==> src/rtl/serial_bus_pkg.sv <==
/* widths, control frame layout, command type and start code
   shared by the serial bus slave */
package serial_bus_pkg;

    localparam int ADDR_WIDTH = 8;
    localparam int MEM_DEPTH  = 2 ** ADDR_WIDTH;
    localparam int DATA_WIDTH = 32;
    localparam int ID_WIDTH   = 2;

    // start, id, write, burst, addr
    localparam int FRAME_BITS = 3 + ID_WIDTH + 2 + ADDR_WIDTH;

    localparam logic [2:0] START_CODE = 3'b111;

    typedef logic [ADDR_WIDTH-1:0] addr_t;
    typedef logic [DATA_WIDTH-1:0] data_t;
    typedef logic [ID_WIDTH-1:0]   slave_id_t;

    // msb is the first bit on the control line
    typedef struct packed {
        logic [2:0] start;
        slave_id_t  id;
        logic       write;
        logic       burst;
        addr_t      addr;
    } ctrl_frame_t;

    // decoded command handed to the controller
    typedef struct packed {
        logic  write;
        logic  burst;
        addr_t addr;
    } cmd_t;

endpackage

==> src/rtl/write_deserializer.sv <==
`timescale 1ns/1ps
/* write data deserializer, valid qualified, msb first */
module write_deserializer
    import serial_bus_pkg::*;
(
    input  logic  clk,
    input  logic  rstN,
    input  logic  wD,
    input  logic  valid,
    input  logic  last,
    input  logic  wr_enable,
    output logic  word_valid,
    output data_t word,
    output logic  word_last
);
    localparam int CNT_W = $clog2(DATA_WIDTH);

    data_t            shift_q;
    logic [CNT_W-1:0] bit_cnt;
    logic             take;
    logic             word_end;

    assign take     = wr_enable && valid;
    assign word_end = take && (bit_cnt == CNT_W'(DATA_WIDTH - 1));

    // complete word sits in the shift register while word_valid is high
    assign word = shift_q;

    always_ff @(posedge clk) begin
        if (take) begin
            shift_q <= {shift_q[DATA_WIDTH-2:0], wD};
        end
    end

    always_ff @(posedge clk or negedge rstN) begin
        if (!rstN) begin
            bit_cnt    <= '0;
            word_valid <= 1'b0;
            word_last  <= 1'b0;
        end else begin
            word_valid <= word_end;
            if (word_end) begin
                word_last <= last;
            end
            if (!wr_enable || word_end) begin
                bit_cnt <= '0;
            end else if (take) begin
                bit_cnt <= bit_cnt + 1'b1;
            end
        end
    end

endmodule

==> config.mk <==
export PLATFORM = sky130hd
export DESIGN_NAME = write_deserializer
export DESIGN_NICKNAME = d
export VERILOG_FILES = /design/src/rtl/serial_bus_pkg.sv /design/src/rtl/write_deserializer.sv
export SDC_FILE = /design/constraint.sdc
export NUM_CORES = 1
export LEC_CHECK = 0
export BUFFER_PORTS_ARGS = -buffer_cell sky130_fd_sc_hd__buf_2
export CAP_MARGIN = 0
export CORE_MARGIN = 2
export CORE_UTILIZATION = 52
export CTS_CLUSTER_DIAMETER = 200
export CTS_CLUSTER_SIZE = 20
export DETAILED_ROUTE_END_ITERATION = 10
export PLACE_DENSITY = 0.82
export SLEW_MARGIN = 20
export SYNTH_ARGS = -nofsm -noshare
export SYNTH_HDL_FRONTEND = slang
export SYNTH_SLANG_ARGS = --single-unit
export TNS_END_PERCENT = 100
==> constraint.sdc <==
create_clock -name clk -period 3.5 [get_ports clk]
set_input_delay 0.525 -clock clk [delete_from_list [all_inputs] [get_ports clk]]
set_output_delay 0.525 -clock clk [all_outputs]
set_load 0.02 [all_outputs]
==> flow_summary.ini <==
[outcome]
run_status = complete, no violations

[timing]
fin_crit_ps = 1780
tightest_slew_ps = 707
relSlewSlack_pct = 52.9
timing.hold.ws_ps = 379
fmax_ghz = 0.563
drv_slew = 0
final.setup_skew_ps = 6.78
rsz0062_at_grt = no
setup_ws_ps = 1720
finalSetupViolCount = 0
min_period_over_period_pct = 50.8
setup_tns_ps = 0
finalHoldViolations = 0

[synth]
synth_nets = 70
ys_warn_count = 0
syn_area_um2 = 1310
ys_seq_area_share_pct = 87.1
synth_area_per_cell_um2 = 21.0
synth_top_family_by_area = simple AND/OR/NAND/NOR gates
synth_fa_ha_area_share_pct = 1.92
synthMuxAreaShare_pct = 1.63
ys_types = 19
yosys.area_share.simple_pct = 5.56
synth_xor_area_share_pct = 0
ys_seq_elements = 39
synth_cells = 62
synth_compound_area_share_pct = 3.55

[route]
viasPerCell = 4.98
drtAntennaViolNets = 0
vias = 697
drc_errors = 0
drt-initial-drc-count = 14
firstDrtPassIters = 4
wl_per_cell_um = 14.3
wirelength_mm = 2.00

[critical_path]
critical_path_required_ps = 3740
rrSetupSlack_ps = 1720
cp_max_fo = 5
crit_type = flop to flop
cp_data_arrival_time_ps = 2020
r2r_start = bit_cnt[0]
critPathLaunchType = flop
r2r_cells = 5
end_kind = flop
r2r-end = bit_cnt[3]

[clock_tree]
numClockSinks = 39
cts_resized = 0
path_clk_slew_ps = 100
cts_buffers = 5
cts_root_buffer = clkbuf_4
clk_path_buf_depth = 2
worstSkewPairLatency_ps = 320
cts_tree = yes
htreeDepth = 2

[cells_and_area]
area_growth_pct = 23.2
mostFrequentLayoutCell = buf_2
final_cell_mix = 39 x buf_2, 32 x edfxtp_1, 7 x dfrtp_1
post-route-util_pct = 66.1
final_area_um2 = 1610
nNetsFinal = 117
final_layout_size_suffix_gt1_share_pct = 45.5
diodes = 0

[place]
port_buffers = 39
dp_slack_ps = 1730
placed_area_um2 = 1540
hpwl_mm = 1.40
routabilityCongestion = 0.682

[die]
die-area_um2 = 2930
die_w_um = 54.1
ioPinCount = 40
row_count = 18
die_y_um = 54.1
coreArea_um2 = 2430
start_util_pct = 53.7

[global_route]
grt_usage_pct = 15.2
grt_antenna_before_repair = 0
grt_max_degree = 33
grt_pass1_wl_mm = 2.78
grt_pass1_vias = 576
grt_remaining_overflow = 0

[pwr]
power.leakage_uw = 0.000664
ir_worst_vdd_uv = 344
power.density_nw_per_um2 = 496

[job]
drv_cap = 0

[hold_path]
min_to = word[0]
min_path_type = primary input to flop
hp-start = wD
worstHoldPathCells = 1
-- worst max-delay path, cell delays in order (launching register included) --
cell and delay, ps:
dfrtp_1 430, ha_1 240, and3_1 190, ha_1 230
or4_1 480, a21boi_1 140
-- synthesized netlist by cell type --
master | count | share of area (%)
a21boi_1 | 2 | 1.2
and2_2 | 1 | 0.58
dfrtp_1 | 7 | 13
and3_2 | 1 | 0.58
o21ai_0 | 2 | 0.77
or4_1 | 1 | 0.58
mux2_1 | 1 | 0.86
nor2b_2 | 1 | 0.67
and3_1 | 1 | 0.48
nand3b_1 | 1 | 0.58
mux2i_1 | 1 | 0.77
nand3_1 | 1 | 0.38
nor2b_1 | 3 | 1.4
inv_2 | 1 | 0.29
ha_1 | 2 | 1.9
nand2_1 | 1 | 0.29
a22oi_1 | 2 | 1.2
edfxtp_1 | 32 | 74
a31oi_1 | 1 | 0.48
-- power breakdown --
group / internal (µW) / switching [µW]
logic: 15.1 / 33.7
registers: 520 / 8.30
clock network: 97.4 / 123
-- cell families after synthesis --
family / after synthesis
buf+inv: 1
compound gates: 7
fa+ha+maj: 2
flops: 39
simple gates: 11
mux: 2
-- layer usage --
metal / GRT usage (%) / up-vias / wire [µm]
met1: 18.8 / 332 / 858
met4: 8.75 / 0 / 12
li1: - / 335 / -
met3: 7.22 / 2 / 192
met5: 0 / - / 0
met2: 21.7 / 28 / 933
-- flip-flops by register name, indices dropped and copies added (netlist names) --
register	flops
word	32
bit_cnt	5
word_last	1
word_valid	1
-- worst max path at each step --
stage               startpoint    endpoint  slack [ps]  depth (start not counted)
global route        bit_cnt[0]  bit_cnt[3]        1620                          5
detailed placement  bit_cnt[0]  bit_cnt[3]        1730                          5
CTS                 bit_cnt[0]  bit_cnt[3]        1720                          5
finish              bit_cnt[0]  bit_cnt[3]        1720                          5
global placement    bit_cnt[0]  bit_cnt[3]        1820                          5
floorplan           bit_cnt[0]  bit_cnt[3]        1850                          5
-- metrics by stage --
step | power (µW) | cells
floorplan | 565 | 62
global placement | 585 | 131
detailed placement | 587 | 131
CTS | 809 | 139
global route | 836 | 140
finish | 797 | 140
-- what timing repair did --
item | 4_1_cts | 5_1_grt
hold buffers | 0 | 1
setup buffers | 0 | 0
hold endpoints to repair | 0 | 4
endpoints found under the setup margin | 0 | 0
-- layout make-up --
class	instances	area, µm²
well taps	30	37.5
flip-flops and latches	39	1140
fillers	186	825
clock buffers	7	55.1
inverters	1	3.75
repair buffers	40	205
multi-input cells	22	165
clock inverters	1	5.00
Note: power is estimated with default switching activity, not from simulation.
