File: src/rtl/serial_bus_pkg.sv
/* widths, control frame layout, command type and start code
   shared by the serial bus slave */
package serial_bus_pkg;

    localparam int ADDR_WIDTH = 8;
    localparam int MEM_DEPTH  = 2 ** ADDR_WIDTH;
    localparam int DATA_WIDTH = 32;
    localparam int ID_WIDTH   = 2;

    // start, id, write, burst, addr
    localparam int FRAME_BITS = 3 + ID_WIDTH + 2 + ADDR_WIDTH;

    localparam logic [2:0] START_CODE = 3'b111;

    typedef logic [ADDR_WIDTH-1:0] addr_t;
    typedef logic [DATA_WIDTH-1:0] data_t;
    typedef logic [ID_WIDTH-1:0]   slave_id_t;

    // msb is the first bit on the control line
    typedef struct packed {
        logic [2:0] start;
        slave_id_t  id;
        logic       write;
        logic       burst;
        addr_t      addr;
    } ctrl_frame_t;

    // decoded command handed to the controller
    typedef struct packed {
        logic  write;
        logic  burst;
        addr_t addr;
    } cmd_t;

endpackage

File: src/rtl/slave_controller.sv
`timescale 1ns/1ps
/* transaction FSM with address counter and memory access wait */
module slave_controller
    import serial_bus_pkg::*;
#(
    parameter int ACCESS_DELAY = 2
) (
    input  logic  clk,
    input  logic  rstN,
    input  logic  cmd_valid,
    input  cmd_t  cmd,
    input  logic  word_valid,
    input  data_t word,
    input  logic  word_last,
    input  logic  bit_done,
    input  logic  last,
    input  data_t rd_data,
    output logic  ready,
    output logic  wr_enable,
    output addr_t mem_addr,
    output logic  mem_rd_en,
    output logic  mem_wr_en,
    output data_t mem_wr_data,
    output logic  load,
    output data_t load_word
);
    localparam int DLY_W = (ACCESS_DELAY > 0) ? $clog2(ACCESS_DELAY + 1) : 1;

    typedef enum logic [2:0] {
        IDLE,
        WRITE_WAIT,
        WRITE_DELAY,
        READ_DELAY,
        READ_FETCH,
        READ_SEND
    } ctrl_state_t;

    ctrl_state_t      state;
    addr_t            addr_q;
    logic             burst_q;
    logic             last_q;
    data_t            wr_data_q;
    logic [DLY_W-1:0] dly_cnt;
    logic             dly_done;

    assign dly_done = (dly_cnt == DLY_W'(ACCESS_DELAY));

    // master may start a frame only while nothing is in flight
    assign ready     = (state == IDLE) && !cmd_valid;
    assign wr_enable = (state == WRITE_WAIT) || (state == WRITE_DELAY);

    assign mem_addr    = addr_q;
    assign mem_wr_data = wr_data_q;
    assign mem_wr_en   = (state == WRITE_DELAY) && dly_done;
    assign mem_rd_en   = (state == READ_DELAY) && dly_done;

    // rd_data is valid the cycle after mem_rd_en
    assign load      = (state == READ_FETCH);
    assign load_word = rd_data;

    always_ff @(posedge clk) begin
        if (state == WRITE_WAIT && word_valid) begin
            wr_data_q <= word;
        end
    end

    always_ff @(posedge clk or negedge rstN) begin
        if (!rstN) begin
            state   <= IDLE;
            addr_q  <= '0;
            burst_q <= 1'b0;
            last_q  <= 1'b0;
            dly_cnt <= '0;
        end else begin
            case (state)
                IDLE: begin
                    dly_cnt <= '0;
                    if (cmd_valid) begin
                        addr_q  <= cmd.addr;
                        burst_q <= cmd.burst;
                        state   <= cmd.write ? WRITE_WAIT : READ_DELAY;
                    end
                end
                WRITE_WAIT: begin
                    if (word_valid) begin
                        last_q  <= word_last;
                        dly_cnt <= '0;
                        state   <= WRITE_DELAY;
                    end
                end
                WRITE_DELAY: begin
                    if (!dly_done) begin
                        dly_cnt <= dly_cnt + 1'b1;
                    end else if (!burst_q || last_q) begin
                        state <= IDLE;
                    end else begin
                        addr_q <= addr_q + 1'b1;
                        state  <= WRITE_WAIT;
                    end
                end
                READ_DELAY: begin
                    if (!dly_done) begin
                        dly_cnt <= dly_cnt + 1'b1;
                    end else begin
                        state <= READ_FETCH;
                    end
                end
                READ_FETCH: begin
                    state <= READ_SEND;
                end
                READ_SEND: begin
                    // last is sampled with the final bit of each word
                    if (bit_done) begin
                        dly_cnt <= '0;
                        if (!burst_q || last) begin
                            state <= IDLE;
                        end else begin
                            addr_q <= addr_q + 1'b1;
                            state  <= READ_DELAY;
                        end
                    end
                end
                default: state <= IDLE;
            endcase
        end
    end

endmodule

File: config.mk
export PLATFORM = sky130hd
export DESIGN_NAME = slave_controller
export DESIGN_NICKNAME = d
export VERILOG_FILES = /design/src/rtl/serial_bus_pkg.sv /design/src/rtl/slave_controller.sv
export SDC_FILE = /design/constraint.sdc
export NUM_CORES = 1
export LEC_CHECK = 0
export ABC_AREA = 0
export BUFFER_PORTS_ARGS = -buffer_cell sky130_fd_sc_hd__buf_2
export CAP_MARGIN = 20
export CORE_ASPECT_RATIO = 1.75
export CORE_MARGIN = 3
export CORE_UTILIZATION = 44
export DETAILED_ROUTE_END_ITERATION = 10
export PLACE_DENSITY = 0.85
export SLEW_MARGIN = 20
export SYNTH_ARGS = -nofsm -noshare
export SYNTH_HDL_FRONTEND = slang
export SYNTH_SLANG_ARGS = --single-unit
File: constraint.sdc
create_clock -name clk -period 11.6 [get_ports clk]
set_input_delay 1.16 -clock clk [delete_from_list [all_inputs] [get_ports clk]]
set_output_delay 1.16 -clock clk [all_outputs]
set_load 0.1 [all_outputs]
==> run summary <==
The floorplan core area came out at 4980 µm². Worst reg2reg path startpoint: state[2]$_DFFE_PN0P_. The run gives 1,568 as the via count of the first global-routing pass. TritonCTS built the clock tree. In this run the remaining antenna-violating nets after routing total 0. At the end of routability-driven placement, the weighted congestion stood at 0.751.

Power spread over the standard cell area amounts to 313 nW/µm². The startpoint kind of the worst setup timing path is a register. After detailed routing, the number of remaining DRC violations is 0. The worst hold path belongs to the class register to register.

The buffer count from post-CTS setup fixing came out at 0. Die area: 6110 µm². Once the floorplan was initialized, standard cells occupied 45.7% of the core.

Yosys mapped a number of flops with a built-in enable equal to 32. Global routing used 15.9% of the available tracks across all layers. The synthesized netlist cell count is 178, and the slew at the pin closest to its max-slew limit is 0.550 ns.

CTS built an H-tree with a depth of 2. Total power for the finished layout comes to 825 µW. For this run, the post-layout net count is 326. Summed over all layers, the routed wires come to 4.86 mm. Setup violations remaining at the end of the flow were counted as 0. Type of the worst setup path: register to output pin. The netlist area before placement came out at 2280 µm². Summing over every cut layer, the via total after detailed routing is 1,634.

The maximum fanout along the worst path came out at 16. For this run the aggregate overflow at the end of global routing stands at 0. The tools report the internal power as 380 µW. From left edge to right edge, the die measures 60.4 µm. After clock tree synthesis, the clock-pin slew on the worst setup and hold paths is 0.08 ns. The run gives 30 as the violation count after the first detailed-route iteration.

For this run, the leading register cell type out of synthesis is sky130_fd_sc_hd__edfxtp_1. STA classifies the critical path endpoint as an output pin. Initial antenna violation count: 0.

The setup TNS came out at 0 ns. The xor and xnor area share after synthesis is 0%, and the area fraction in compound gates after synthesis is 13.7%. The number of cells on the worst reg-to-reg path was 4; the total instance count after detailed placement was 290. The sequential element share of the synthesized area is 58.7%. The post-synthesis async set-or-reset flop share was 31.9%.

The number of endpoints with negative hold slack in the final report came out at 0. Combinational cells account for 56.6% of the total power. In this run the worst setup path begins at state[0]$_DFFE_PN0P_. After Yosys synthesis, and, or, nand and nor cells account for 10.4% of the synthesized area. The number of cells on the worst hold path was 1; the final clock period utilization by the worst path was 27.2%. Counting along the longest clock path gives a buffer depth of 2. Hold timing on the final database bottoms out at a slack of 0.501 ns.

The number of detailed-route iterations in the first pass is 4. During synthesis, Yosys emitted a total of 0 warnings. In this run the vertical extent of the chip is 101 µm. The final number of max-transition violations was 0; the proportion of power drawn by the clock network was 11.1%. The area added between synthesis and finish was 15.7%; the sequential share of power was 32.3%. The number of buffers inserted by port buffering came out at 93. The smallest clock period supported by the final layout is computed as 3.15 ns. The number of top-level design ports came out at 158.

The cts-stage hold buffer count is 0, and the relative slew slack is 63.3%. The first global-routing pass estimated 7.32 mm of wire. The tools report the maximum VDD drop as 244 µV.

Library cell used as clock root buffer: sky130_fd_sc_hd__clkbuf_8. In this run the static leakage power is 0.00114 µW. The number of antenna diodes in the final layout is 0. The share of post-route cells with drive strength above 1 is 45.5%. The number of buffers created by CTS came out at 5. The finished layout holds 298 standard cells, fillers aside. Entering global routing, the biggest net connects 19 pins. The required time at the endpoint of the critical path was 10.44 ns; the mean routed wirelength per cell was 16.3 µm. By area, the combinational part of the netlist is dominated by compound AO/OA/AOI/OAI gates. Of the total power, the share spent switching nets is 54.0%.

The finished cells cover 2630 µm². In this run, synthesis produced a sequential element count of 47. Summed over all nets, the switching power comes to 446 µW.

Between clock sinks in the finished design, the worst skew comes to 0.00303 ns. The logs give 0 for the max-capacitance violation count and 0.29 ns for the clock insertion delay at the later pin of the skew report. Synthesis produced a netlist with a net count of 261. STA puts the critical path data arrival time at 1.99 ns.

The synthesized netlist devotes 1.10% of its cell area to adder and majority cells. The distinct cell type count after synthesis was 45. The via density per instance came out at 5.48. Setup repair after global routing left no endpoint under its margin. In this run the mean area of a mapped cell was 12.8 µm². The run finished with clean final reports.

Clock tree synthesis found a total of 47 sinks. In the synthesized netlist, mux cells make up 2.58% of the area. The placement-stage cell area is 2550 µm². The half-perimeter wire length after placement was 3.76 mm.

The worst hold path begins at dly_cnt[0]$_DFFE_PN0P_. The row count was 34; the post-cts repair resize count was 0. Derived from the worst setup path, the maximum achievable clock frequency is 317 MHz.
Yosys cell counts (2+ instances only):
cell type | instances | area [µm²]
sky130_fd_sc_hd__nand2_1 | 9 | 33.8
sky130_fd_sc_hd__ha_1 | 2 | 25.0
sky130_fd_sc_hd__a221oi_1 | 4 | 35.0
sky130_fd_sc_hd__o2bb2ai_1 | 2 | 17.5
sky130_fd_sc_hd__a21oi_1 | 5 | 25.0
sky130_fd_sc_hd__buf_4 | 34 | 255
sky130_fd_sc_hd__and3b_1 | 2 | 17.5
sky130_fd_sc_hd__dfrtp_1 | 15 | 375
sky130_fd_sc_hd__nand3b_1 | 2 | 15.0
sky130_fd_sc_hd__nor3_1 | 4 | 20.0
sky130_fd_sc_hd__o22ai_1 | 5 | 31.3
sky130_fd_sc_hd__mux2_2 | 2 | 22.5
sky130_fd_sc_hd__a2bb2oi_1 | 7 | 61.3
sky130_fd_sc_hd__inv_1 | 8 | 30.0
sky130_fd_sc_hd__nand2b_1 | 3 | 18.8
sky130_fd_sc_hd__nor3b_1 | 3 | 22.5
sky130_fd_sc_hd__a21oi_4 | 2 | 32.5
sky130_fd_sc_hd__a31oi_1 | 2 | 12.5
sky130_fd_sc_hd__o21ai_0 | 5 | 25.0
sky130_fd_sc_hd__a211oi_1 | 3 | 22.5
sky130_fd_sc_hd__nor2_1 | 2 | 7.51
sky130_fd_sc_hd__edfxtp_1 | 32 | 961
sky130_fd_sc_hd__nand3_1 | 3 | 15.0
placed cells by master, fill, tap and decap left out, types with 2 or more instances in the layout:
cell type,count
sky130_fd_sc_hd__nor3b_1,2
sky130_fd_sc_hd__clkbuf_8,5
sky130_fd_sc_hd__nand2b_1,3
sky130_fd_sc_hd__dfrtp_1,15
sky130_fd_sc_hd__a2bb2oi_1,7
sky130_fd_sc_hd__edfxtp_1,32
sky130_fd_sc_hd__o22ai_1,5
sky130_fd_sc_hd__and3b_1,2
sky130_fd_sc_hd__buf_2,93
sky130_fd_sc_hd__a31oi_1,2
sky130_fd_sc_hd__o2bb2ai_1,2
sky130_fd_sc_hd__a211oi_1,3
sky130_fd_sc_hd__a221oi_1,4
sky130_fd_sc_hd__inv_1,8
sky130_fd_sc_hd__nand3b_1,2
sky130_fd_sc_hd__a21oi_4,2
sky130_fd_sc_hd__nand2_1,9
sky130_fd_sc_hd__nand3_1,3
sky130_fd_sc_hd__buf_4,2
sky130_fd_sc_hd__mux2_2,2
sky130_fd_sc_hd__nor2_1,2
sky130_fd_sc_hd__o21ai_0,5
sky130_fd_sc_hd__clkinv_1,2
sky130_fd_sc_hd__nor3_1,4
sky130_fd_sc_hd__a21oi_1,5
sky130_fd_sc_hd__ha_1,2
kinds of logic (layout without fill, tap and decap cells):
family                     Yosys count  after routing
AOI/OAI and AO/OA                   40             40
adders and majority gates            2              2
buffers and inverters               45            111
DFF                                 47             47
muxes                                5              5
and+or+nand+nor                     39             39
metal layers:
metal	vias to the layer above	routed length, µm	global-route usage (%)
met2	71	2760	29.7
met1	779	1500	15.3
met4	0	164	7.17
met3	21	433	4.59
li1	763	-	-
met5	-	0	0
flip-flops by register name (all words and copies together) (netlist names):
signal	cells
mem_wr_data	32
last_q	1
state	3
dly_cnt	2
mem_addr	8
burst_q	1
worst max-delay path: stages (launching register included):
cell and delay [ns]:
sky130_fd_sc_hd__dfrtp_1 0.64, sky130_fd_sc_hd__inv_1 0.25, sky130_fd_sc_hd__nor3_1 0.31, sky130_fd_sc_hd__buf_2 0.49
power by group through the flow:
| stage | clock network (µW) | registers, µW | logic [µW] |
|---|---|---|---|
| 2_1_floorplan | 0 | 449 | 267 |
| 5_1_grt | 100 | 274 | 491 |
| 3_3_place_gp | 0 | 267 | 461 |
| 6_report | 91.3 | 267 | 467 |
| 3_5_place_dp | 0 | 270 | 469 |
| 4_1_cts | 95.8 | 267 | 470 |
worst paths after layout:
kind / to / slack (ns)
setup / recovery: mem_rd_en / 8.45
hold / removal: dly_cnt[0]$_DFFE_PN0P_ / 0.50
setup reg to reg: mem_addr[1]$_DFFE_PN0P_ / 9.42
hold reg to reg: dly_cnt[0]$_DFFE_PN0P_ / 0.50
max in group asynchronous: last_q$_DFFE_PN0P_ / 10.56
min in group asynchronous: mem_addr[3]$_DFFE_PN0P_ / 0.77
stage by stage:
stage	worst slack [ns]	utilization [%]
detailed placement	8.56	51.3
global placement	8.56	51.3
CTS	8.45	52.9
floorplan	6.46	-
global route	8.30	52.9
finish	8.45	52.9
cell type report:
cell class | count | area (µm²)
Sequential cell | 47 | 1340
Timing Repair Buffer | 95 | 480
Multi-Input combinational cell | 86 | 639
Clock inverter | 2 | 7.51
Fill cell | 472 | 2340
Inverter | 8 | 30.0
Tap cell | 54 | 67.6
Clock buffer | 6 | 72.6
(Power assumes the default switching activity.)
