### src/rtl/serial_bus_pkg.sv
/* widths, control frame layout, command type and start code
   shared by the serial bus slave */
package serial_bus_pkg;

    localparam int ADDR_WIDTH = 8;
    localparam int MEM_DEPTH  = 2 ** ADDR_WIDTH;
    localparam int DATA_WIDTH = 32;
    localparam int ID_WIDTH   = 2;

    // start, id, write, burst, addr
    localparam int FRAME_BITS = 3 + ID_WIDTH + 2 + ADDR_WIDTH;

    localparam logic [2:0] START_CODE = 3'b111;

    typedef logic [ADDR_WIDTH-1:0] addr_t;
    typedef logic [DATA_WIDTH-1:0] data_t;
    typedef logic [ID_WIDTH-1:0]   slave_id_t;

    // msb is the first bit on the control line
    typedef struct packed {
        logic [2:0] start;
        slave_id_t  id;
        logic       write;
        logic       burst;
        addr_t      addr;
    } ctrl_frame_t;

    // decoded command handed to the controller
    typedef struct packed {
        logic  write;
        logic  burst;
        addr_t addr;
    } cmd_t;

endpackage

### src/rtl/read_serializer.sv
`timescale 1ns/1ps
/* read word serializer driving rD and rd_valid, msb first */
module read_serializer
    import serial_bus_pkg::*;
(
    input  logic  clk,
    input  logic  rstN,
    input  logic  load,
    input  data_t load_word,
    output logic  rD,
    output logic  rd_valid,
    output logic  bit_done
);
    localparam int CNT_W = $clog2(DATA_WIDTH);

    data_t            shift_q;
    logic [CNT_W-1:0] bit_cnt;
    logic             active;

    assign rd_valid = active;
    assign rD       = active && shift_q[DATA_WIDTH-1];
    assign bit_done = active && (bit_cnt == CNT_W'(DATA_WIDTH - 1));

    always_ff @(posedge clk) begin
        if (load) begin
            shift_q <= load_word;
        end else if (active) begin
            shift_q <= {shift_q[DATA_WIDTH-2:0], 1'b0};
        end
    end

    always_ff @(posedge clk or negedge rstN) begin
        if (!rstN) begin
            active  <= 1'b0;
            bit_cnt <= '0;
        end else if (load) begin
            active  <= 1'b1;
            bit_cnt <= '0;
        end else if (bit_done) begin
            // word fully sent
            active  <= 1'b0;
            bit_cnt <= '0;
        end else if (active) begin
            bit_cnt <= bit_cnt + 1'b1;
        end
    end

endmodule

### config.mk
export PLATFORM = sky130hd
export DESIGN_NAME = read_serializer
export DESIGN_NICKNAME = d
export VERILOG_FILES = /design/src/rtl/serial_bus_pkg.sv /design/src/rtl/read_serializer.sv
export SDC_FILE = /design/constraint.sdc
export NUM_CORES = 1
export LEC_CHECK = 0
export BUFFER_PORTS_ARGS = -buffer_cell sky130_fd_sc_hd__buf_2
export CORE_UTILIZATION = 53
export CTS_CLUSTER_SIZE = 24
export DETAILED_ROUTE_END_ITERATION = 10
export PLACE_DENSITY = 0.78
export SLEW_MARGIN = 20
export SYNTH_ARGS = -nofsm -noshare
export SYNTH_HDL_FRONTEND = slang
export SYNTH_SLANG_ARGS = --single-unit
### constraint.sdc
create_clock -name clk -period 2 [get_ports clk]
set_clock_uncertainty 0.1 [all_clocks]
set_input_delay 0 -clock clk [delete_from_list [all_inputs] [get_ports clk]]
set_output_delay 0 -clock clk [all_outputs]
set_load 0.05 [all_outputs]
==> summary.md, run 1 <==
| Metric | Value |
|---|---|
| Top sig layer | `met4` |
| Initial antenna violation count | `0` |
| Cell area after synthesis | `1700 sq um` |
| Number of global-route vias before repair | `1112` |
| H-tree levels | `2` |
| Routed Antenna Nets | `0` |
| Gr usage total | `0.210` |
| Pre-CTS setup slack | `0.231 ns` |
| TritonCTS clock tree | `yes` |
| Reg2Reg Depth | `6` |
| Min-Delay Endpoint | `shift_q[21]` |
| Max-Cap Viols | `0` |
| Yosys warnings | `0` |
| Top-area cell type share of the netlist area | `0.565` |
| Yosys top cell by area | `edfxtp_1` |
| N_diodes | `0` |
| Worst vdd ir | `438 uV` |
| Hold Startpoint | `load` |
| PwrDens | `679 nW/um^2` |
| Syn nets | `137` |
| Largest net degree at the start of global routing | `33` |
| Fin nets | `214` |
| Leak pwr | `0.959 nW` |
| Post-synthesis sequential element count | `38` |
| Sequential area share after synthesis | `0.653` |
| Outcome | `finished, final reports clean` |
| RePlAce Congestion | `0.825` |
| CP Launch Type | `flop` |
| Final Cycle Share | `0.950` |
| Worst Tran Pin Value | `0.723 ns` |
| Setup slack after layout | `0.100 ns` |
| Synth top cells by count | `edfxtp_1, mux2_2, dfrtp_1` |
| R2R Setup Slk | `0.29 ns` |
| Hold Path Depth | `2` |
| CTS Buf Count | `5` |
| GRT overflow | `0` |
| Type of the tightest min-delay check | `in2reg` |
| Final hold viol count | `0` |
| Clk sinks | `38` |
| Distinct cell type count after synthesis | `23` |
| Worst Setup End Kind | `output port` |
| WP data required | `1.90 ns` |
| Worst Path Max Fanout | `5` |
| DRC | `0` |
| Reg2reg end | `bit_cnt[3]` |
| Detail Placement HPWL | `1.69 mm` |
| Clock Latency Late Sink | `0.34 ns` |
| Slew HR | `0.518` |
| Syn Inst Count | `100` |
| CP arrival | `1.80 ns` |
| Metal3 WL | `139 um` |
| Die ar. | `3440 sq um` |
| Cell row count | `20` |
| Routed wl met2 | `1.44 mm` |
| DR pass1 iterations | `4` |
| Top cells by area, synth | `edfxtp_1, mux2_2, dfrtp_1` |
| Layout cell share with drive strength beyond 1 | `0.489` |
| Core area | `3050 sq um` |
| Minimum clock period | `1.90 ns` |
| Io pins | `38` |
| Filler Cells Inserted | `218` |
| Die Wd | `58.7 um` |
| Ys flop type | `edfxtp_1` |
| CTS max path bufs | `2` |
| Pins Over Slew Limit | `0` |
| RSZ-0062 raised after global routing | `false` |
| M1 WL | `1.38 mm` |
| Placed Instances | `178` |
| Initial Util | `0.557` |
| Port Buffers | `37` |
| First-pass GRT wire length | `5.09 mm` |
| Die span in y | `58.7 um` |
| Average size of a mapped cell | `17.0 sq um` |
| Drt via density | `4.81` |
| Total wire length | `3.01 mm` |
| TNS Setup | `0 ns` |
| WL/cell | `13.6 um` |
| Layout Cells excl Fill | `222` |
| Synth async-reset ratio | `0.158` |
| Drt initial violations | `32` |
| RR Startpoint | `bit_cnt[0]` |
| Synth-to-layout area growth | `36.9%` |
| Routed via count | `1067` |
| F_max | `526 MHz` |
| Clock slew at reported path FFs | `0.11 ns` |
| CTS root buf | `clkbuf_4` |
| Number of enable flip-flop cells after synthesis | `32` |
| Final setup viols | `0` |
| Critical path type | `reg2out` |
-- kinds of logic after synthesis --
logic type,after synthesis,share of synthesized area
flops,38,0.653
mux,34,0.224
simple gates,16,0.0581
buf+inv,6,0.0301
compound gates,4,0.0206
fa+ha+maj,2,0.0147
-- cell type report --
type / instances / area (sq um) / share of cell area
sequential: 38 / 1110 / 0.477
clock buffer: 7 / 55.1 / 0.0236
tap: 44 / 55.1 / 0.0236
inverter: 1 / 3.75 / 0.00161
timing repair buffer: 75 / 558 / 0.240
clock inverter: 1 / 5.00 / 0.00215
multi-input combinational: 56 / 542 / 0.233
-- through the flow --
stage	total power [mW]	hold slack (ns)	cell area (sq um)	utilization
2_1_floorplan	1.07	-0.396	1700	-
5_1_grt	1.67	0.134	2330	0.763
3_5_place_dp	1.13	-0.268	1910	0.625
3_3_place_gp	1.11	-0.275	1910	0.625
6_report	1.58	0.140	2330	0.763
4_1_cts	1.59	0.128	2320	0.759
-- routing by layer --
metal / GRT usage / vias up
li1: - / 536
met3: 0.0747 / 8
met1: 0.278 / 497
met5: 0 / -
met2: 0.327 / 26
met4: 0.0714 / 0
-- cell usage in the layout (no fill, tap or decap), drive strengths merged --
cell type	synthesis	routed
dlygate4sd3	0	34
mux2i	2	2
inv	1	1
edfxtp	32	32
ha	2	2
a21oi	2	2
nand2b	2	2
nor3b	1	1
buf	4	40
nand3	1	1
nand4	2	2
a21o	1	1
nand3b	1	1
mux2	32	32
and2	3	3
clkbuf	1	8
o32ai	1	1
clkinv	0	1
and3	1	1
dfrtp	6	6
nor2	3	3
or2	1	1
nand2	1	1
-- critical path, cell delays in order (launching register included) --
cell	delay [ns]
dfrtp_1	0.42
ha_1	0.24
and3_1	0.20
ha_2	0.21
and2_2	0.18
clkbuf_4	0.21
-- power breakdown --
| group | internal [mW] | switching (mW) | leakage, nW |
|---|---|---|---|
| Sequential | 0.939 | 0.0226 | 0.417 |
| Clock | 0.170 | 0.244 | 0.0353 |
| Combinational | 0.138 | 0.0674 | 0.507 |
-- timing repair --
item / in CTS / in global routing
gates cloned: 0 / 0
hold buffers: 34 / 0
setup buffers: 1 / 1
endpoints found under the setup margin: 1 / 1
resized for setup: 0 / 2
hold endpoints to repair: 38 / 0
-- worst max path at each step --
stage	slack [ns]	from	endpoint
3_5_place_dp	0.23	bit_cnt[0]	bit_cnt[3]
4_1_cts	0.04	bit_cnt[1]	bit_done
2_1_floorplan	0.21	rd_valid	shift_q[0]
5_1_grt	0.03	bit_cnt[0]	bit_done
6_report	0.10	bit_cnt[0]	bit_done
3_3_place_gp	0.34	bit_cnt[0]	bit_cnt[3]
-- state kept, by name, summed over array words and instances, names as in the netlist --
name and count:
rd_valid 1, shift_q 32, bit_cnt 5
Power figures use the tool's default switching activity.
==> run 2, diff against run 1 <==
--- a/config.mk
+++ b/config.mk
@@ -6,10 +6,11 @@
 export NUM_CORES = 1
 export LEC_CHECK = 0
 export BUFFER_PORTS_ARGS = -buffer_cell sky130_fd_sc_hd__buf_2
-export CORE_UTILIZATION = 53
+export CORE_UTILIZATION = 55
+export CTS_BUF_LIST = sky130_fd_sc_hd__clkbuf_8
 export CTS_CLUSTER_SIZE = 24
 export DETAILED_ROUTE_END_ITERATION = 10
-export PLACE_DENSITY = 0.78
+export PLACE_DENSITY = 0.81
 export SLEW_MARGIN = 20
 export SYNTH_ARGS = -nofsm -noshare
 export SYNTH_HDL_FRONTEND = slang
==> run 2 against run 1 <==
  * The run now ends with DRC left
  * Wire length grew 2.4%
  * Register-to-register slack lost 0.07 ns
  * Global-route usage shrank 0.18 points
  * Count of clock-buffer cells in the layout shrank 2
  * Power grew 4.5%
  * Via count grew 1.2%
  * Final cell count shrank 6.8%
  * Combinational power shrank 3%
  * Maximum frequency grew 0.44%
  * Setup slack gained 0.0084 ns
  * Die area shrank 3.5%
  * Sequential power grew 0.5%
  * Largest cell class unchanged
==> summary.md, run 2 (synthesis gave the netlist of run 1 again) <==
| Metric | Value |
|---|---|
| First-pass GRT wire length | `4.92 mm` |
| Minimum clock period | `1.89 ns` |
| TNS Setup | `0 ns` |
| Critical path type | `reg2out` |
| Failing checks | `DRC` |
| Detail Placement HPWL | `1.79 mm` |
| Worst vdd ir | `441 uV` |
| Reg2reg end | `bit_cnt[3]` |
| Max-Cap Viols | `0` |
| Initial Util | `0.596` |
| R2R Setup Slk | `0.22 ns` |
| CTS Buf Count | `5` |
| Drt initial violations | `43` |
| Outcome | `complete, but fails checks` |
| CP Launch Type | `flop` |
| CTS max path bufs | `2` |
| Type of the tightest min-delay check | `in2reg` |
| Final setup viols | `0` |
| Worst Tran Pin Value | `0.727 ns` |
| Pins Over Slew Limit | `0` |
| RSZ-0062 raised after global routing | `false` |
| Hold Buf Count CTS | `34` |
| Crit path buf inv count | `1` |
| N_diodes | `0` |
| Worst Path Max Fanout | `5` |
| Biggest register | `shift_q` |
| Routed Antenna Nets | `0` |
| Largest net degree at the start of global routing | `33` |
| Port Buffers | `37` |
| Hold Path Depth | `2` |
| Drt via density | `5.22` |
| DRC | `4` |
| Crit path max-delay family | `adder cells` |
| Filler Cells Inserted | `163` |
| Post-CTS Setup Inserts | `0` |
| WL/cell | `14.9 um` |
| Initial antenna violation count | `0` |
| CP max stage delay | `0.43 ns` |
| Worst hold slack | `0.172 ns` |
| Fin nets | `212` |
| Slew HR | `0.515` |
| Min-Delay Endpoint | `shift_q[0]` |
| Clock slew at reported path FFs | `0.07 ns` |
| Total wire length | `3.08 mm` |
| Die span in y | `57.6 um` |
| Die Wd | `57.6 um` |
| F_max | `529 MHz` |
| Most frequent cells in the layout | `buf_2, dlygate4sd3_1, mux2_2, edfxtp_1, dfrtp_1` |
| Final hold viol count | `0` |
| Leak pwr | `0.965 nW` |
| Hold Startpoint | `load` |
| Final Cycle Share | `0.946` |
| Post-cts gate resize count | `0` |
| Clock Latency Late Sink | `0.28 ns` |
| Reg2Reg Depth | `6` |
| Final Power | `1.65 mW` |
| Worst Setup End Kind | `output port` |
| Layout cell share with drive strength beyond 1 | `0.472` |
| CP arrival | `1.79 ns` |
| H-tree levels | `2` |
| Finished Core Util | `0.811` |
| Io pins | `38` |
| Number of global-route vias before repair | `1156` |
| CP cell instances | `ha_1 > and3_1 > ha_1 > and2_2 > buf_2` |
| Routed via count | `1080` |
| Most used cell, CP | `ha_1` |
| Most common cell after layout, fill and taps aside | `buf_2` |
| Cell row count | `19` |
| WP data required | `1.90 ns` |
| Synth-to-layout area growth | `36.0%` |
| Gr usage total | `0.208` |
| CTS root buf | `clkbuf_8` |
| CP max-delay cell | `dfrtp_1` |
| RePlAce Congestion | `0.764` |
| Die ar. | `3320 sq um` |
| GRT overflow | `0` |
| RR Startpoint | `bit_cnt[0]` |
| TritonCTS clock tree | `yes` |
| Core area | `2850 sq um` |
| PwrDens | `714 nW/um^2` |
| Clk sinks | `38` |
| DR pass1 iterations | `7` |
| Max FFs per register | `32` |
| Crit. path cell count | `5` |
[run 2: cell types whose count changed in the layout (fill, tap and decap cells not counted), sizes merged]
cell and delta:
clkbuf -3, buf -1, clkinv +1, inv +1
[run 2: final cells by class]
type | instances | area (sq um) | area share
Clock inverter | 3 | 12.5 | 0.00541
Clock buffer | 5 | 68.8 | 0.0297
Timing Repair Buffer | 73 | 541 | 0.234
Multi-Input combinational cell | 56 | 539 | 0.233
Sequential cell | 38 | 1110 | 0.480
Inverter | 1 | 3.75 | 0.00162
Tap cell | 31 | 38.8 | 0.0168
[run 2: worst max-delay path by stage]
stage / from / end / slack (ns)
2_1_floorplan: rd_valid / shift_q[0] / 0.21
3_3_place_gp: bit_cnt[0] / bit_cnt[3] / 0.33
3_5_place_dp: bit_cnt[0] / bit_cnt[3] / 0.25
4_1_cts: bit_cnt[0] / bit_done / 0.11
5_1_grt: bit_cnt[0] / bit_done / 0.07
6_report: bit_cnt[0] / bit_done / 0.11
[run 2: power breakdown]
| part | switching [mW] | total (mW) | internal (mW) |
|---|---|---|---|
| sequential | 0.0259 | 0.966 | 0.940 |
| clock | 0.253 | 0.487 | 0.234 |
| combinational | 0.0656 | 0.199 | 0.134 |
[run 2: metal layers]
metal	track usage	vias to the layer above	share of wire
met3	0.0603	5	0.043
met1	0.228	515	0.42
met4	0.0836	0	0.012
met2	0.379	33	0.53
met5	0	-	0
li1	-	527	-
[run 2: per-stage QoR]
stage | cells | area (sq um) | worst slack, ns
after floorplan | 100 | 1700 | 0.209
after global placement | 165 | 1890 | 0.335
final | 207 | 2310 | 0.109
after CTS | 207 | 2310 | 0.106
after detailed placement | 165 | 1890 | 0.253
after global routing | 207 | 2310 | 0.0688
