`src/rtl/serial_bus_pkg.sv`:
```
/* widths, control frame layout, command type and start code
   shared by the serial bus slave */
package serial_bus_pkg;

    localparam int ADDR_WIDTH = 8;
    localparam int MEM_DEPTH  = 2 ** ADDR_WIDTH;
    localparam int DATA_WIDTH = 32;
    localparam int ID_WIDTH   = 2;

    // start, id, write, burst, addr
    localparam int FRAME_BITS = 3 + ID_WIDTH + 2 + ADDR_WIDTH;

    localparam logic [2:0] START_CODE = 3'b111;

    typedef logic [ADDR_WIDTH-1:0] addr_t;
    typedef logic [DATA_WIDTH-1:0] data_t;
    typedef logic [ID_WIDTH-1:0]   slave_id_t;

    // msb is the first bit on the control line
    typedef struct packed {
        logic [2:0] start;
        slave_id_t  id;
        logic       write;
        logic       burst;
        addr_t      addr;
    } ctrl_frame_t;

    // decoded command handed to the controller
    typedef struct packed {
        logic  write;
        logic  burst;
        addr_t addr;
    } cmd_t;

endpackage

```
`src/rtl/frame_receiver.sv`:
```
`timescale 1ns/1ps
/* control frame receiver with start code and slave id check */
module frame_receiver
    import serial_bus_pkg::*;
#(
    parameter slave_id_t SLAVE_ID = 1
) (
    input  logic clk,
    input  logic rstN,
    input  logic control,
    input  logic accept,
    output logic cmd_valid,
    output cmd_t cmd
);
    localparam int CNT_W = $clog2(FRAME_BITS);

    logic [FRAME_BITS-1:0] shift_q;
    logic [CNT_W-1:0]      bit_cnt;
    logic                  busy;
    logic                  frame_start;
    logic                  frame_end;
    ctrl_frame_t           frame_next;

    // frame contents once the bit on control is shifted in
    assign frame_next  = {shift_q[FRAME_BITS-2:0], control};
    assign frame_start = !busy && accept && control;
    assign frame_end   = busy && (bit_cnt == CNT_W'(FRAME_BITS - 1));

    always_ff @(posedge clk) begin
        if (frame_start || busy) begin
            shift_q <= frame_next;
        end
        if (frame_end) begin
            cmd.write <= frame_next.write;
            cmd.burst <= frame_next.burst;
            cmd.addr  <= frame_next.addr;
        end
    end

    always_ff @(posedge clk or negedge rstN) begin
        if (!rstN) begin
            busy      <= 1'b0;
            bit_cnt   <= '0;
            cmd_valid <= 1'b0;
        end else begin
            // only frames for this slave reach the controller
            cmd_valid <= frame_end && (frame_next.start == START_CODE) &&
                         (frame_next.id == SLAVE_ID);
            if (frame_start) begin
                busy    <= 1'b1;
                bit_cnt <= CNT_W'(1);
            end else if (frame_end) begin
                busy    <= 1'b0;
                bit_cnt <= '0;
            end else if (busy) begin
                bit_cnt <= bit_cnt + 1'b1;
            end
        end
    end

endmodule

```
`config.mk`:
```
export PLATFORM = sky130hd
export DESIGN_NAME = frame_receiver
export DESIGN_NICKNAME = d
export VERILOG_FILES = /design/src/rtl/serial_bus_pkg.sv /design/src/rtl/frame_receiver.sv
export SDC_FILE = /design/constraint.sdc
export NUM_CORES = 1
export LEC_CHECK = 0
export ABC_AREA = 1
export ABC_CLOCK_PERIOD_IN_PS = 2450
export BUFFER_PORTS_ARGS = -buffer_cell sky130_fd_sc_hd__buf_4
export CAP_MARGIN = 40
export CORE_MARGIN = 1
export CORE_UTILIZATION = 57
export DETAILED_ROUTE_END_ITERATION = 10
export GPL_ROUTABILITY_DRIVEN = 1
export PLACE_DENSITY_LB_ADDON = 0.15
export SLEW_MARGIN = 25
export SYNTH_ARGS = -nofsm -noshare
export SYNTH_HDL_FRONTEND = slang
export SYNTH_SLANG_ARGS = --single-unit
export TNS_END_PERCENT = 50
```
`constraint.sdc`:
```
create_clock -name clk -period 2.45 [get_ports clk]
set_input_delay 0.245 -clock clk [delete_from_list [all_inputs] [get_ports clk]]
set_output_delay 0.245 -clock clk [all_outputs]
set_load 0.02 [all_outputs]
```
==> results of run 1 <==
==> sequential cells by signal, summed over array words and instances (netlist names) <==
name,cells
bit_cnt,4
cmd,10
shift_q,14
cmd_valid,1
busy,1
==> cell usage in the layout (no fill, tap or decap), drive strengths merged <==
master	synthesis	final
edfxtp	24	24
buf	0	14
nand2	10	10
dfrtp	6	6
clkbuf	0	6
inv	5	5
nand3	5	5
o21ai	3	3
nand4	2	2
ha	2	2
clkinv	0	2
nand3b	1	1
nor3	1	1
a21oi	1	1
xnor2	1	1
dlygate4sd3	0	1
==> synthesized netlist by cell type (all sizes together) <==
| cell type | number |
|---|---|
| a21oi | 1 |
| dfrtp | 6 |
| edfxtp | 24 |
| ha | 2 |
| inv | 5 |
| nand2 | 10 |
| nand3 | 5 |
| nand3b | 1 |
| nand4 | 2 |
| nor3 | 1 |
| o21ai | 3 |
| xnor2 | 1 |
==> layout make-up <==
type,instances,area [µm²]
Clock buffer,6,41.3
Tap cell,25,31.3
Fill cell,123,488
Inverter,5,18.8
Sequential cell,30,871
Timing Repair Buffer,15,115
Clock inverter,2,8.76
Multi-Input combinational cell,26,153
==> power by group through the flow <==
stage | combinational [mW] | clock, mW | sequential (mW)
after global placement | 0.253 | 0 | 0.922
after floorplan | 0.176 | 0 | 0.912
after CTS | 0.262 | 0.279 | 0.922
after detailed placement | 0.263 | 0 | 0.927
final | 0.259 | 0.269 | 0.922
after global routing | 0.293 | 0.302 | 0.946
==> path summary, 6_finish.rpt <==
path                                             start                     end  slack (ns)
worst max-delay path            bit_cnt[0]$_DFFE_PN0P_        cmd[6]$_DFFE_PP_        0.91
worst min-delay path                           control    shift_q[0]$_DFFE_PP_        0.12
worst max register to register  bit_cnt[0]$_DFFE_PN0P_        cmd[6]$_DFFE_PP_        0.91
worst min register to register    shift_q[8]$_DFFE_PP_        cmd[9]$_DFFE_PP_        0.45
max in group asynchronous                         rstN  bit_cnt[2]$_DFFE_PN0P_        2.09
min in group asynchronous                         rstN  bit_cnt[1]$_DFFE_PN0P_        0.25
==> cell families after synthesis <==
logic type | count (synthesis) | share of synthesized area [%]
DFF | 30 | 83.6
and+or+nand+nor | 19 | 9.12
buffers and inverters | 5 | 1.80
AOI/OAI and AO/OA | 4 | 2.28
adders and majority gates | 2 | 2.40
xor gates and xnor gates | 1 | 0.840
==> stage by stage <==
step                utilization (%)  instance area, µm²  worst slack, ns  hold WS (ns)  cells
finish                         71.7                1240            0.915         0.115    109
floorplan                         -                1040             1.12       -0.0506     61
detailed placement             68.3                1180            0.951        0.0553    100
global placement               68.3                1180            0.994        0.0566    100
CTS                            71.7                1240            0.933        0.0961    109
global route                   71.7                1240            0.785        0.0935    109
==> repair_timing <==
action                     CTS  global route
hold buffers                 1             0
hold endpoints to repair     6             0
setup endpoints to repair    0             0
==> metal layers <==
layer / vias to the layer above / routed length [µm]
met5: - / 0
met4: 0 / 41
met3: 6 / 103
met2: 17 / 637
met1: 255 / 677
li1: 265 / -
==> results.py, run 1 <==
metrics = {
    "pwr": {
        "power_per_cell_area_nw_per_um2": 1170,
        "ir_drop_uv": 829,
        "combPwrFrac_pct": 17.9,
        "power.leakage_nw": 0.500,
        "p_clk_share_pct": 18.6,
        "p_sw_mw": 0.439,
        "power_mw": 1.45,
        "seq_power_share_pct": 63.5,
        "swShare_pct": 30.2,
        "internal_power_mw": 1.01,
    },
    "clock_network": {
        "cts-resized-gates": 0,
        "h-tree-depth": 2,
        "cts_buffers": 5,
        "clkSinkCount": 30,
        "post_cts_buffers": 0,
        "clk_pin_slew_ns": 0.09,
        "cts_buffer_depth": 2,
        "worst_skew_pair.late_latency_ns": 0.32,
        "cts_root_buffer": "clkbuf_4",
        "tritoncts": "built",
    },
    "placement": {
        "gp_congestion": 0.758,
        "place_hpwl_um": 905,
        "portBuffers": 14,
    },
    "sta": {
        "skew_ns": 0.00804,
        "hold_viol_final": 0,
        "finalSetupViolCount": 0,
        "fmax_mhz": 651,
        "finalCriticalPeriod_ns": 1.54,
        "period_share_pct": 62.7,
        "setup_tns_ns": 0,
        "drv_slew": 0,
        "maxSlewHeadroom_pct": 60.5,
        "worst_pin_slew_ns": 0.592,
        "rsz0062_at_grt": "no",
    },
    "global_routing": {
        "grtUsageMet2_pct": 23.2,
        "overflow": 0,
        "grt_pass1_vias": 502,
        "globalRoute.busiestLayer": "met1",
        "grt_use_met3_pct": 10.4,
        "grt_start_max_net_pins": 15,
        "grt_pass1_wl_um": 2280,
        "grtUsageTotal_pct": 18.1,
        "grt_antenna_before_repair": 0,
        "grt_use_met1_pct": 23.9,
    },
    "floorplan": {
        "die_area_um2": 2000,
        "coreArea_um2": 1730,
        "ioPinCount": 15,
        "rows": 15,
        "die_y_um": 44.8,
        "start_util_pct": 60.4,
        "die_w_um": 44.8,
    },
    "status": {
        "outcome": "completed",
    },
    "synth": {
        "ys_ff_latch": 30,
        "yosys.area.top_type_share_pct": 69.1,
        "syn_avg_cell_area_um2": 17.1,
        "synth_top_cell_by_area": "edfxtp_1",
        "yosys-top-cells-area": "edfxtp_1 69%, dfrtp_1 14%, nand2_1 3.2%",
        "netlist_instances": 61,
        "synth_seq_area_share_pct": 83.6,
        "syn-num-nets": 67,
        "yosysWarningCount": 0,
        "synth_cell_types": 16,
        "synth_area_um2": 1040,
    },
    "worst_setup_path": {
        "crit_arrival_ns": 1.51,
        "crit_fanout": 11,
        "cp-end-kind": "register",
        "worstSetupPathDepth": 4,
        "cpPeakStageDelay_ns": 0.43,
        "path_common_cell": "inv_1",
        "crit_family": "buffers and inverters",
        "required_ns": 2.43,
        "critPathKind": "reg2reg",
        "worstRegToRegCells": 4,
        "cp_num_buf_inv": 2,
        "critical_path.cell_chain": "inv_1 -> ha_1 -> nand4_1 -> inv_1",
        "critPathLaunchType": "register",
        "crit_slowest_cell": "dfrtp_1",
    },
    "worst_hold_path": {
        "hp-class": "in2reg",
        "hold_depth": 1,
    },
    "detailed_routing": {
        "wl_per_cell_um": 13.4,
        "vias": 543,
        "ant_nets": 0,
        "drc": 0,
        "detail_route.first_pass.iterations": 4,
        "viasPerCell": 4.98,
        "drt-initial-drc-count": 13,
        "wl_um": 1460,
    },
    "layout": {
        "syn2layout_area_growth_pct": 18.8,
        "antenna_cells": 0,
        "drive_gt1_share_pct": 28.6,
        "fin_nets": 89,
    },
    "flow_run": {
        "cap_viol_max_count": 0,
    },
}
No activity file was read; power rests on OpenSTA's default activity.
==> inputs of run 2 (changes only) <==
- ABC_CLOCK_PERIOD_IN_PS: 2450 -> 1400
- CORE_UTILIZATION: 57 -> 48
- clock period: 2.45 -> 1.4 ns (I/O delays scaled with it)
==> run 2 against run 1 <==
Against the previous run:
- final cell count is 7.3% higher
- sequential share of layout area down 3.9 points
- total power grew 85%
- count of clock-buffer cells in the layout up 1
- fmax increased by 18%
- largest power group unchanged
- core utilization is 6.2 points lower
- sequential cell count is the same
- clock skew decreased by 0.0018 ns
- sequential power is 74% higher
==> results.py, run 2 (synthesized netlist as in run 1, its figures left out) <==
metrics = {
    "status": {
        "outcome": "completed",
    },
    "sta": {
        "fmax_mhz": 768,
        "finalCriticalPeriod_ns": 1.30,
        "skew_ns": 0.00626,
        "finalSetupViolCount": 0,
        "rsz0062_at_grt": "no",
        "drv_slew": 0,
        "maxSlewHeadroom_pct": 85.0,
        "worst_pin_slew_ns": 0.224,
        "setup_tns_ns": 0,
        "period_share_pct": 93.0,
        "hold_viol_final": 0,
    },
    "global_routing": {
        "grtUsageTotal_pct": 15.1,
        "grt_start_max_net_pins": 12,
        "overflow": 0,
        "grt_pass1_wl_um": 2450,
        "grt_pass1_vias": 534,
        "grt_antenna_before_repair": 0,
    },
    "worst_setup_path": {
        "timing.rr.end": "cmd[6]$_DFFE_PP_",
        "crit_fanout": 7,
        "rrSetupSlack_ns": 0.1,
        "required_ns": 1.43,
        "r2r-start": "bit_cnt[0]$_DFFE_PN0P_",
        "critPathKind": "reg2reg",
        "crit_arrival_ns": 1.33,
        "critPathLaunchType": "register",
        "worstRegToRegCells": 5,
        "cp-end-kind": "register",
    },
    "layout": {
        "fin_util_pct": 65.5,
        "syn2layout_area_growth_pct": 25.8,
        "antenna_cells": 0,
        "fin_nets": 95,
        "drive_gt1_share_pct": 33.3,
        "regMostFlops": "shift_q",
        "final_area_um2": 1310,
        "largest_register_ffs": 14,
        "final_cell_mix": "24 x edfxtp_1, 18 x buf_4, 9 x nand2_1, 6 x dfrtp_1, 5 x clkbuf_4",
        "final_common_cell": "edfxtp_1",
        "reg.largest.list": "shift_q (14), cmd (10), bit_cnt (4)",
    },
    "clock_network": {
        "worst_skew_pair.late_latency_ns": 0.31,
        "clk_pin_slew_ns": 0.09,
        "tritoncts": "built",
        "clkSinkCount": 30,
        "cts_root_buffer": "clkbuf_4",
        "h-tree-depth": 2,
        "cts_buffers": 5,
        "cts_buffer_depth": 2,
    },
    "detailed_routing": {
        "vias": 550,
        "drc": 0,
        "wl_per_cell_um": 12.2,
        "drt-initial-drc-count": 5,
        "detail_route.first_pass.iterations": 2,
        "ant_nets": 0,
        "viasPerCell": 4.70,
        "wl_um": 1420,
    },
    "floorplan": {
        "coreArea_um2": 2000,
        "ioPinCount": 15,
        "start_util_pct": 52.1,
        "die_y_um": 48.6,
        "die_w_um": 48.6,
        "die_area_um2": 2360,
        "rows": 16,
    },
    "pwr": {
        "power_per_cell_area_nw_per_um2": 2040,
        "combPwrFrac_pct": 21.2,
        "swShare_pct": 28.7,
        "p_sw_mw": 0.767,
        "p_clk_share_pct": 18.8,
        "power.leakage_nw": 0.542,
        "ir_drop_uv": 1130,
        "seq_power_share_pct": 59.9,
        "internal_power_mw": 1.91,
    },
    "placement": {
        "place_hpwl_um": 1010,
        "gp_congestion": 0.715,
        "portBuffers": 14,
        "dpl_cell_area_um2": 1230,
    },
    "flow_run": {
        "cap_viol_max_count": 0,
    },
    "worst_hold_path": {
        "hp-class": "in2async",
    },
}
==> run 2: changes by cell type in the layout (fill, tap and decap cells not counted) <==
cell / change
buf_4: +4
dlygate4sd3_1: +1
buf_12: +1
clkinv_1: -1
clkbuf_8: +1
==> run 2: timing repair <==
item / CTS / global route
resized for setup: 0 / 0
endpoints found under the hold margin: 6 / 2
endpoints found under the setup margin: 0 / 0
hold buffers: 1 / 1
buffers inserted: 0 / 0
==> run 2: area by class of cell <==
type | count | area (µm²)
timing repair buffer | 21 | 175
multi-input combinational | 26 | 153
tap | 27 | 33.8
inverter | 5 | 18.8
fill | 168 | 691
sequential | 30 | 871
clock inverter | 1 | 5.00
clock buffer | 7 | 55.1
==> run 2: worst max-delay path: stages, from the launching register on <==
cell and delay, ns:
dfrtp_1 0.39, inv_1 0.08, ha_1 0.18, nand4_1 0.11, inv_1 0.09, buf_4 0.16
==> run 2: power groups by stage <==
stage / clock network (mW) / logic, mW / registers, mW
6_report: 0.504 / 0.568 / 1.60
5_1_grt: 0.560 / 0.630 / 1.65
4_1_cts: 0.525 / 0.578 / 1.61
3_5_place_dp: 0 / 0.575 / 1.62
3_3_place_gp: 0 / 0.558 / 1.61
2_1_floorplan: 0 / 0.308 / 1.60
==> run 2: through the flow <==
| step | std cells | hold WS, ns | setup slack (ns) | total power [mW] |
|---|---|---|---|---|
| global placement | 107 | -0.0466 | 0.141 | 2.16 |
| finish | 117 | 0.159 | 0.0982 | 2.68 |
| detailed placement | 107 | -0.0465 | 0.112 | 2.19 |
| CTS | 116 | 0.00163 | 0.0893 | 2.71 |
| global route | 117 | 0.154 | 0.00118 | 2.84 |
| floorplan | 61 | -0.156 | 0.0707 | 1.90 |
==> run 2: worst max path at each step <==
stage | start | depth (start not counted) | end
after CTS | bit_cnt[0]$_DFFE_PN0P_ | 5 | cmd[6]$_DFFE_PP_
after floorplan | bit_cnt[0]$_DFFE_PN0P_ | 4 | cmd[0]$_DFFE_PP_
after global placement | bit_cnt[0]$_DFFE_PN0P_ | 5 | cmd[4]$_DFFE_PP_
final | bit_cnt[0]$_DFFE_PN0P_ | 5 | cmd[6]$_DFFE_PP_
after detailed placement | bit_cnt[0]$_DFFE_PN0P_ | 5 | cmd[5]$_DFFE_PP_
after global routing | bit_cnt[0]$_DFFE_PN0P_ | 5 | cmd[7]$_DFFE_PP_
==> run 2: per-layer routing <==
metal  wire length, µm  share of wire, %  track usage, %
met2               694                49            21.8
met3                85               6.0            8.49
met1               613                43            18.3
met5                 0                 0               0
met4                29               2.0            7.35
==> inputs of run 3 (changes only) <==
- SETUP_SLACK_MARGIN: unset -> 0.4
==> run 3 against run 2 <==
Against the previous run:
- fmax is 4.3% higher
- wire length is 33% higher
- sequential share of layout area is 7.7 points lower
- combinational power is 64% higher
- critical path depth stayed put
- highest routed layer unchanged
==> results.py, run 3 (synthesized netlist as in run 1, its figures left out) <==
metrics = {
    "global_routing": {
        "overflow": 0,
        "grtUsageTotal_pct": 17.8,
        "grt_start_max_net_pins": 15,
        "grt_pass1_wl_um": 2850,
        "grt_antenna_before_repair": 0,
        "grt_pass1_vias": 590,
    },
    "detailed_routing": {
        "wl_per_cell_um": 15.5,
        "drt-initial-drc-count": 14,
        "dr_wl_met2_um": 913,
        "drc": 0,
        "met3_length_um": 85,
        "top_layer_used": "met4",
        "wl_um": 1890,
        "ant_nets": 0,
        "wl_met1_um": 866,
        "viasPerCell": 5.02,
        "detail_route.first_pass.iterations": 4,
        "vias": 612,
    },
    "sta": {
        "setup_tns_ns": 0,
        "worst_pin_slew_ns": 0.382,
        "skew_ns": 0.00888,
        "finalCriticalPeriod_ns": 1.25,
        "fin_ws_ns": 0.152,
        "maxSlewHeadroom_pct": 74.5,
        "finalSetupViolCount": 0,
        "fmax_mhz": 801,
        "hold_viol_final": 0,
        "period_share_pct": 89.2,
        "whs_ns": 0.166,
        "drv_slew": 0,
        "rsz0062_at_grt": "yes",
    },
    "worst_hold_path": {
        "hp-class": "in2async",
    },
    "worst_setup_path": {
        "critPathLaunchType": "register",
        "worstRegToRegCells": 5,
        "r2r-start": "bit_cnt[0]$_DFFE_PN0P_",
        "required_ns": 1.45,
        "crit_slowest_cell": "dfrtp_1",
        "crit_family": "flip-flops",
        "cp_num_buf_inv": 3,
        "critical_path.cell_chain": "inv_2 -> ha_4 -> nand4_1 -> buf_6 -> clkinvlp_4",
        "critPathKind": "reg2reg",
        "crit_fanout": 5,
        "crit_arrival_ns": 1.29,
        "timing.rr.end": "cmd[6]$_DFFE_PP_",
        "rrSetupSlack_ns": 0.15,
        "cpPeakStageDelay_ns": 0.40,
        "cp-end-kind": "register",
    },
    "layout": {
        "final_common_cell": "edfxtp_1",
        "fin_util_pct": 74.1,
        "fin_cells": 122,
        "fillCellCount": 132,
        "final_cell_mix": "24 x edfxtp_1, 15 x buf_4, 8 x nand2_1, 8 x buf_6, 6 x dfrtp_1",
        "reg.largest.list": "shift_q (14), cmd (10), bit_cnt (4)",
        "final_area_um2": 1480,
        "regArea_um2": 871,
        "multiInputGateArea_um2": 226,
        "antenna_cells": 0,
        "syn2layout_area_growth_pct": 42.4,
        "regMostFlops": "shift_q",
        "fin_nets": 100,
        "largest_register_ffs": 14,
        "drive_gt1_share_pct": 47.4,
    },
    "status": {
        "outcome": "completed",
    },
    "clock_network": {
        "clkSinkCount": 30,
        "clk_pin_slew_ns": 0.09,
        "cts_buffer_depth": 2,
        "worst_skew_pair.late_latency_ns": 0.32,
        "h-tree-depth": 2,
        "cts_root_buffer": "clkbuf_4",
        "cts_buffers": 5,
        "tritoncts": "built",
    },
    "placement": {
        "dpl_cell_area_um2": 1200,
        "dp_slack_ns": 0.0700,
        "gp_congestion": 0.703,
        "place_hpwl_um": 1060,
        "portBuffers": 14,
        "dp_cells": 104,
    },
    "pwr": {
        "power_per_cell_area_nw_per_um2": 2280,
        "p_clk_share_pct": 24.7,
        "internal_power_mw": 2.41,
        "ir_drop_uv": 1410,
        "power_mw": 3.38,
        "seq_power_share_pct": 47.6,
        "combPwrFrac_pct": 27.7,
        "power.leakage_nw": 0.586,
        "swShare_pct": 28.7,
        "p_sw_mw": 0.970,
    },
    "floorplan": {
        "die_y_um": 48.6,
        "rows": 16,
        "die_w_um": 48.6,
        "start_util_pct": 52.1,
        "die_area_um2": 2360,
        "ioPinCount": 15,
        "coreArea_um2": 2000,
    },
    "flow_run": {
        "cap_viol_max_count": 0,
    },
}
-- run 3: cell types whose count changed in the layout (fill, tap and decap cells not counted), sizes merged --
cell	change
buf	+4
bufinv	+2
clkbuf	-2
clkinvlp	+1
-- run 3: power groups by stage --
stage	logic (mW)	clock network [mW]	registers [mW]
after floorplan	0.314	0	1.60
after global placement	0.525	0	1.59
after detailed placement	0.546	0	1.61
after CTS	0.673	0.844	1.59
after global routing	1.01	0.884	1.64
final	0.934	0.834	1.61
-- run 3: layout make-up --
class | count | area share [%]
tap | 27 | 2.28
multi-input combinational | 26 | 15.3
timing repair buffer | 25 | 15.0
clock inverter | 3 | 4.30
inverter | 5 | 1.43
sequential | 30 | 58.7
timing repair inverter | 1 | 0.506
clock buffer | 5 | 2.53
-- run 3: per-layer routing --
metal	vias to the layer above	global-route usage, %
met1	307	22.8
li1	286	-
met2	15	26.1
met4	0	7.35
met5	-	0
met3	4	8.49
-- run 3: what timing repair did --
action                                 CTS  global route
endpoints found under the hold margin    8             0
gates cloned                             1             0
setup endpoints to repair               38            41
pin swaps                                1             2
hold buffers                             2             0
setup buffers                            4             3
resized for setup                        6            19
-- run 3: worst max path at each step --
stage                                start               end  cells after the start
floorplan           bit_cnt[0]$_DFFE_PN0P_  cmd[0]$_DFFE_PP_                      4
global placement    bit_cnt[0]$_DFFE_PN0P_  cmd[6]$_DFFE_PP_                      4
detailed placement  bit_cnt[0]$_DFFE_PN0P_  cmd[5]$_DFFE_PP_                      4
CTS                 bit_cnt[0]$_DFFE_PN0P_  cmd[4]$_DFFE_PP_                      5
global route        bit_cnt[0]$_DFFE_PN0P_  cmd[6]$_DFFE_PP_                      5
finish              bit_cnt[0]$_DFFE_PN0P_  cmd[6]$_DFFE_PP_                      5
-- run 3: worst reg2reg max path, delay by kind of cell (launching register included) --
family | cells | cell delay, ns
buffers and inverters | 3 | 0.35
flip-flops | 1 | 0.40
AND/OR/NAND/NOR | 1 | 0.10
adder cells (fa/ha/maj) | 1 | 0.12
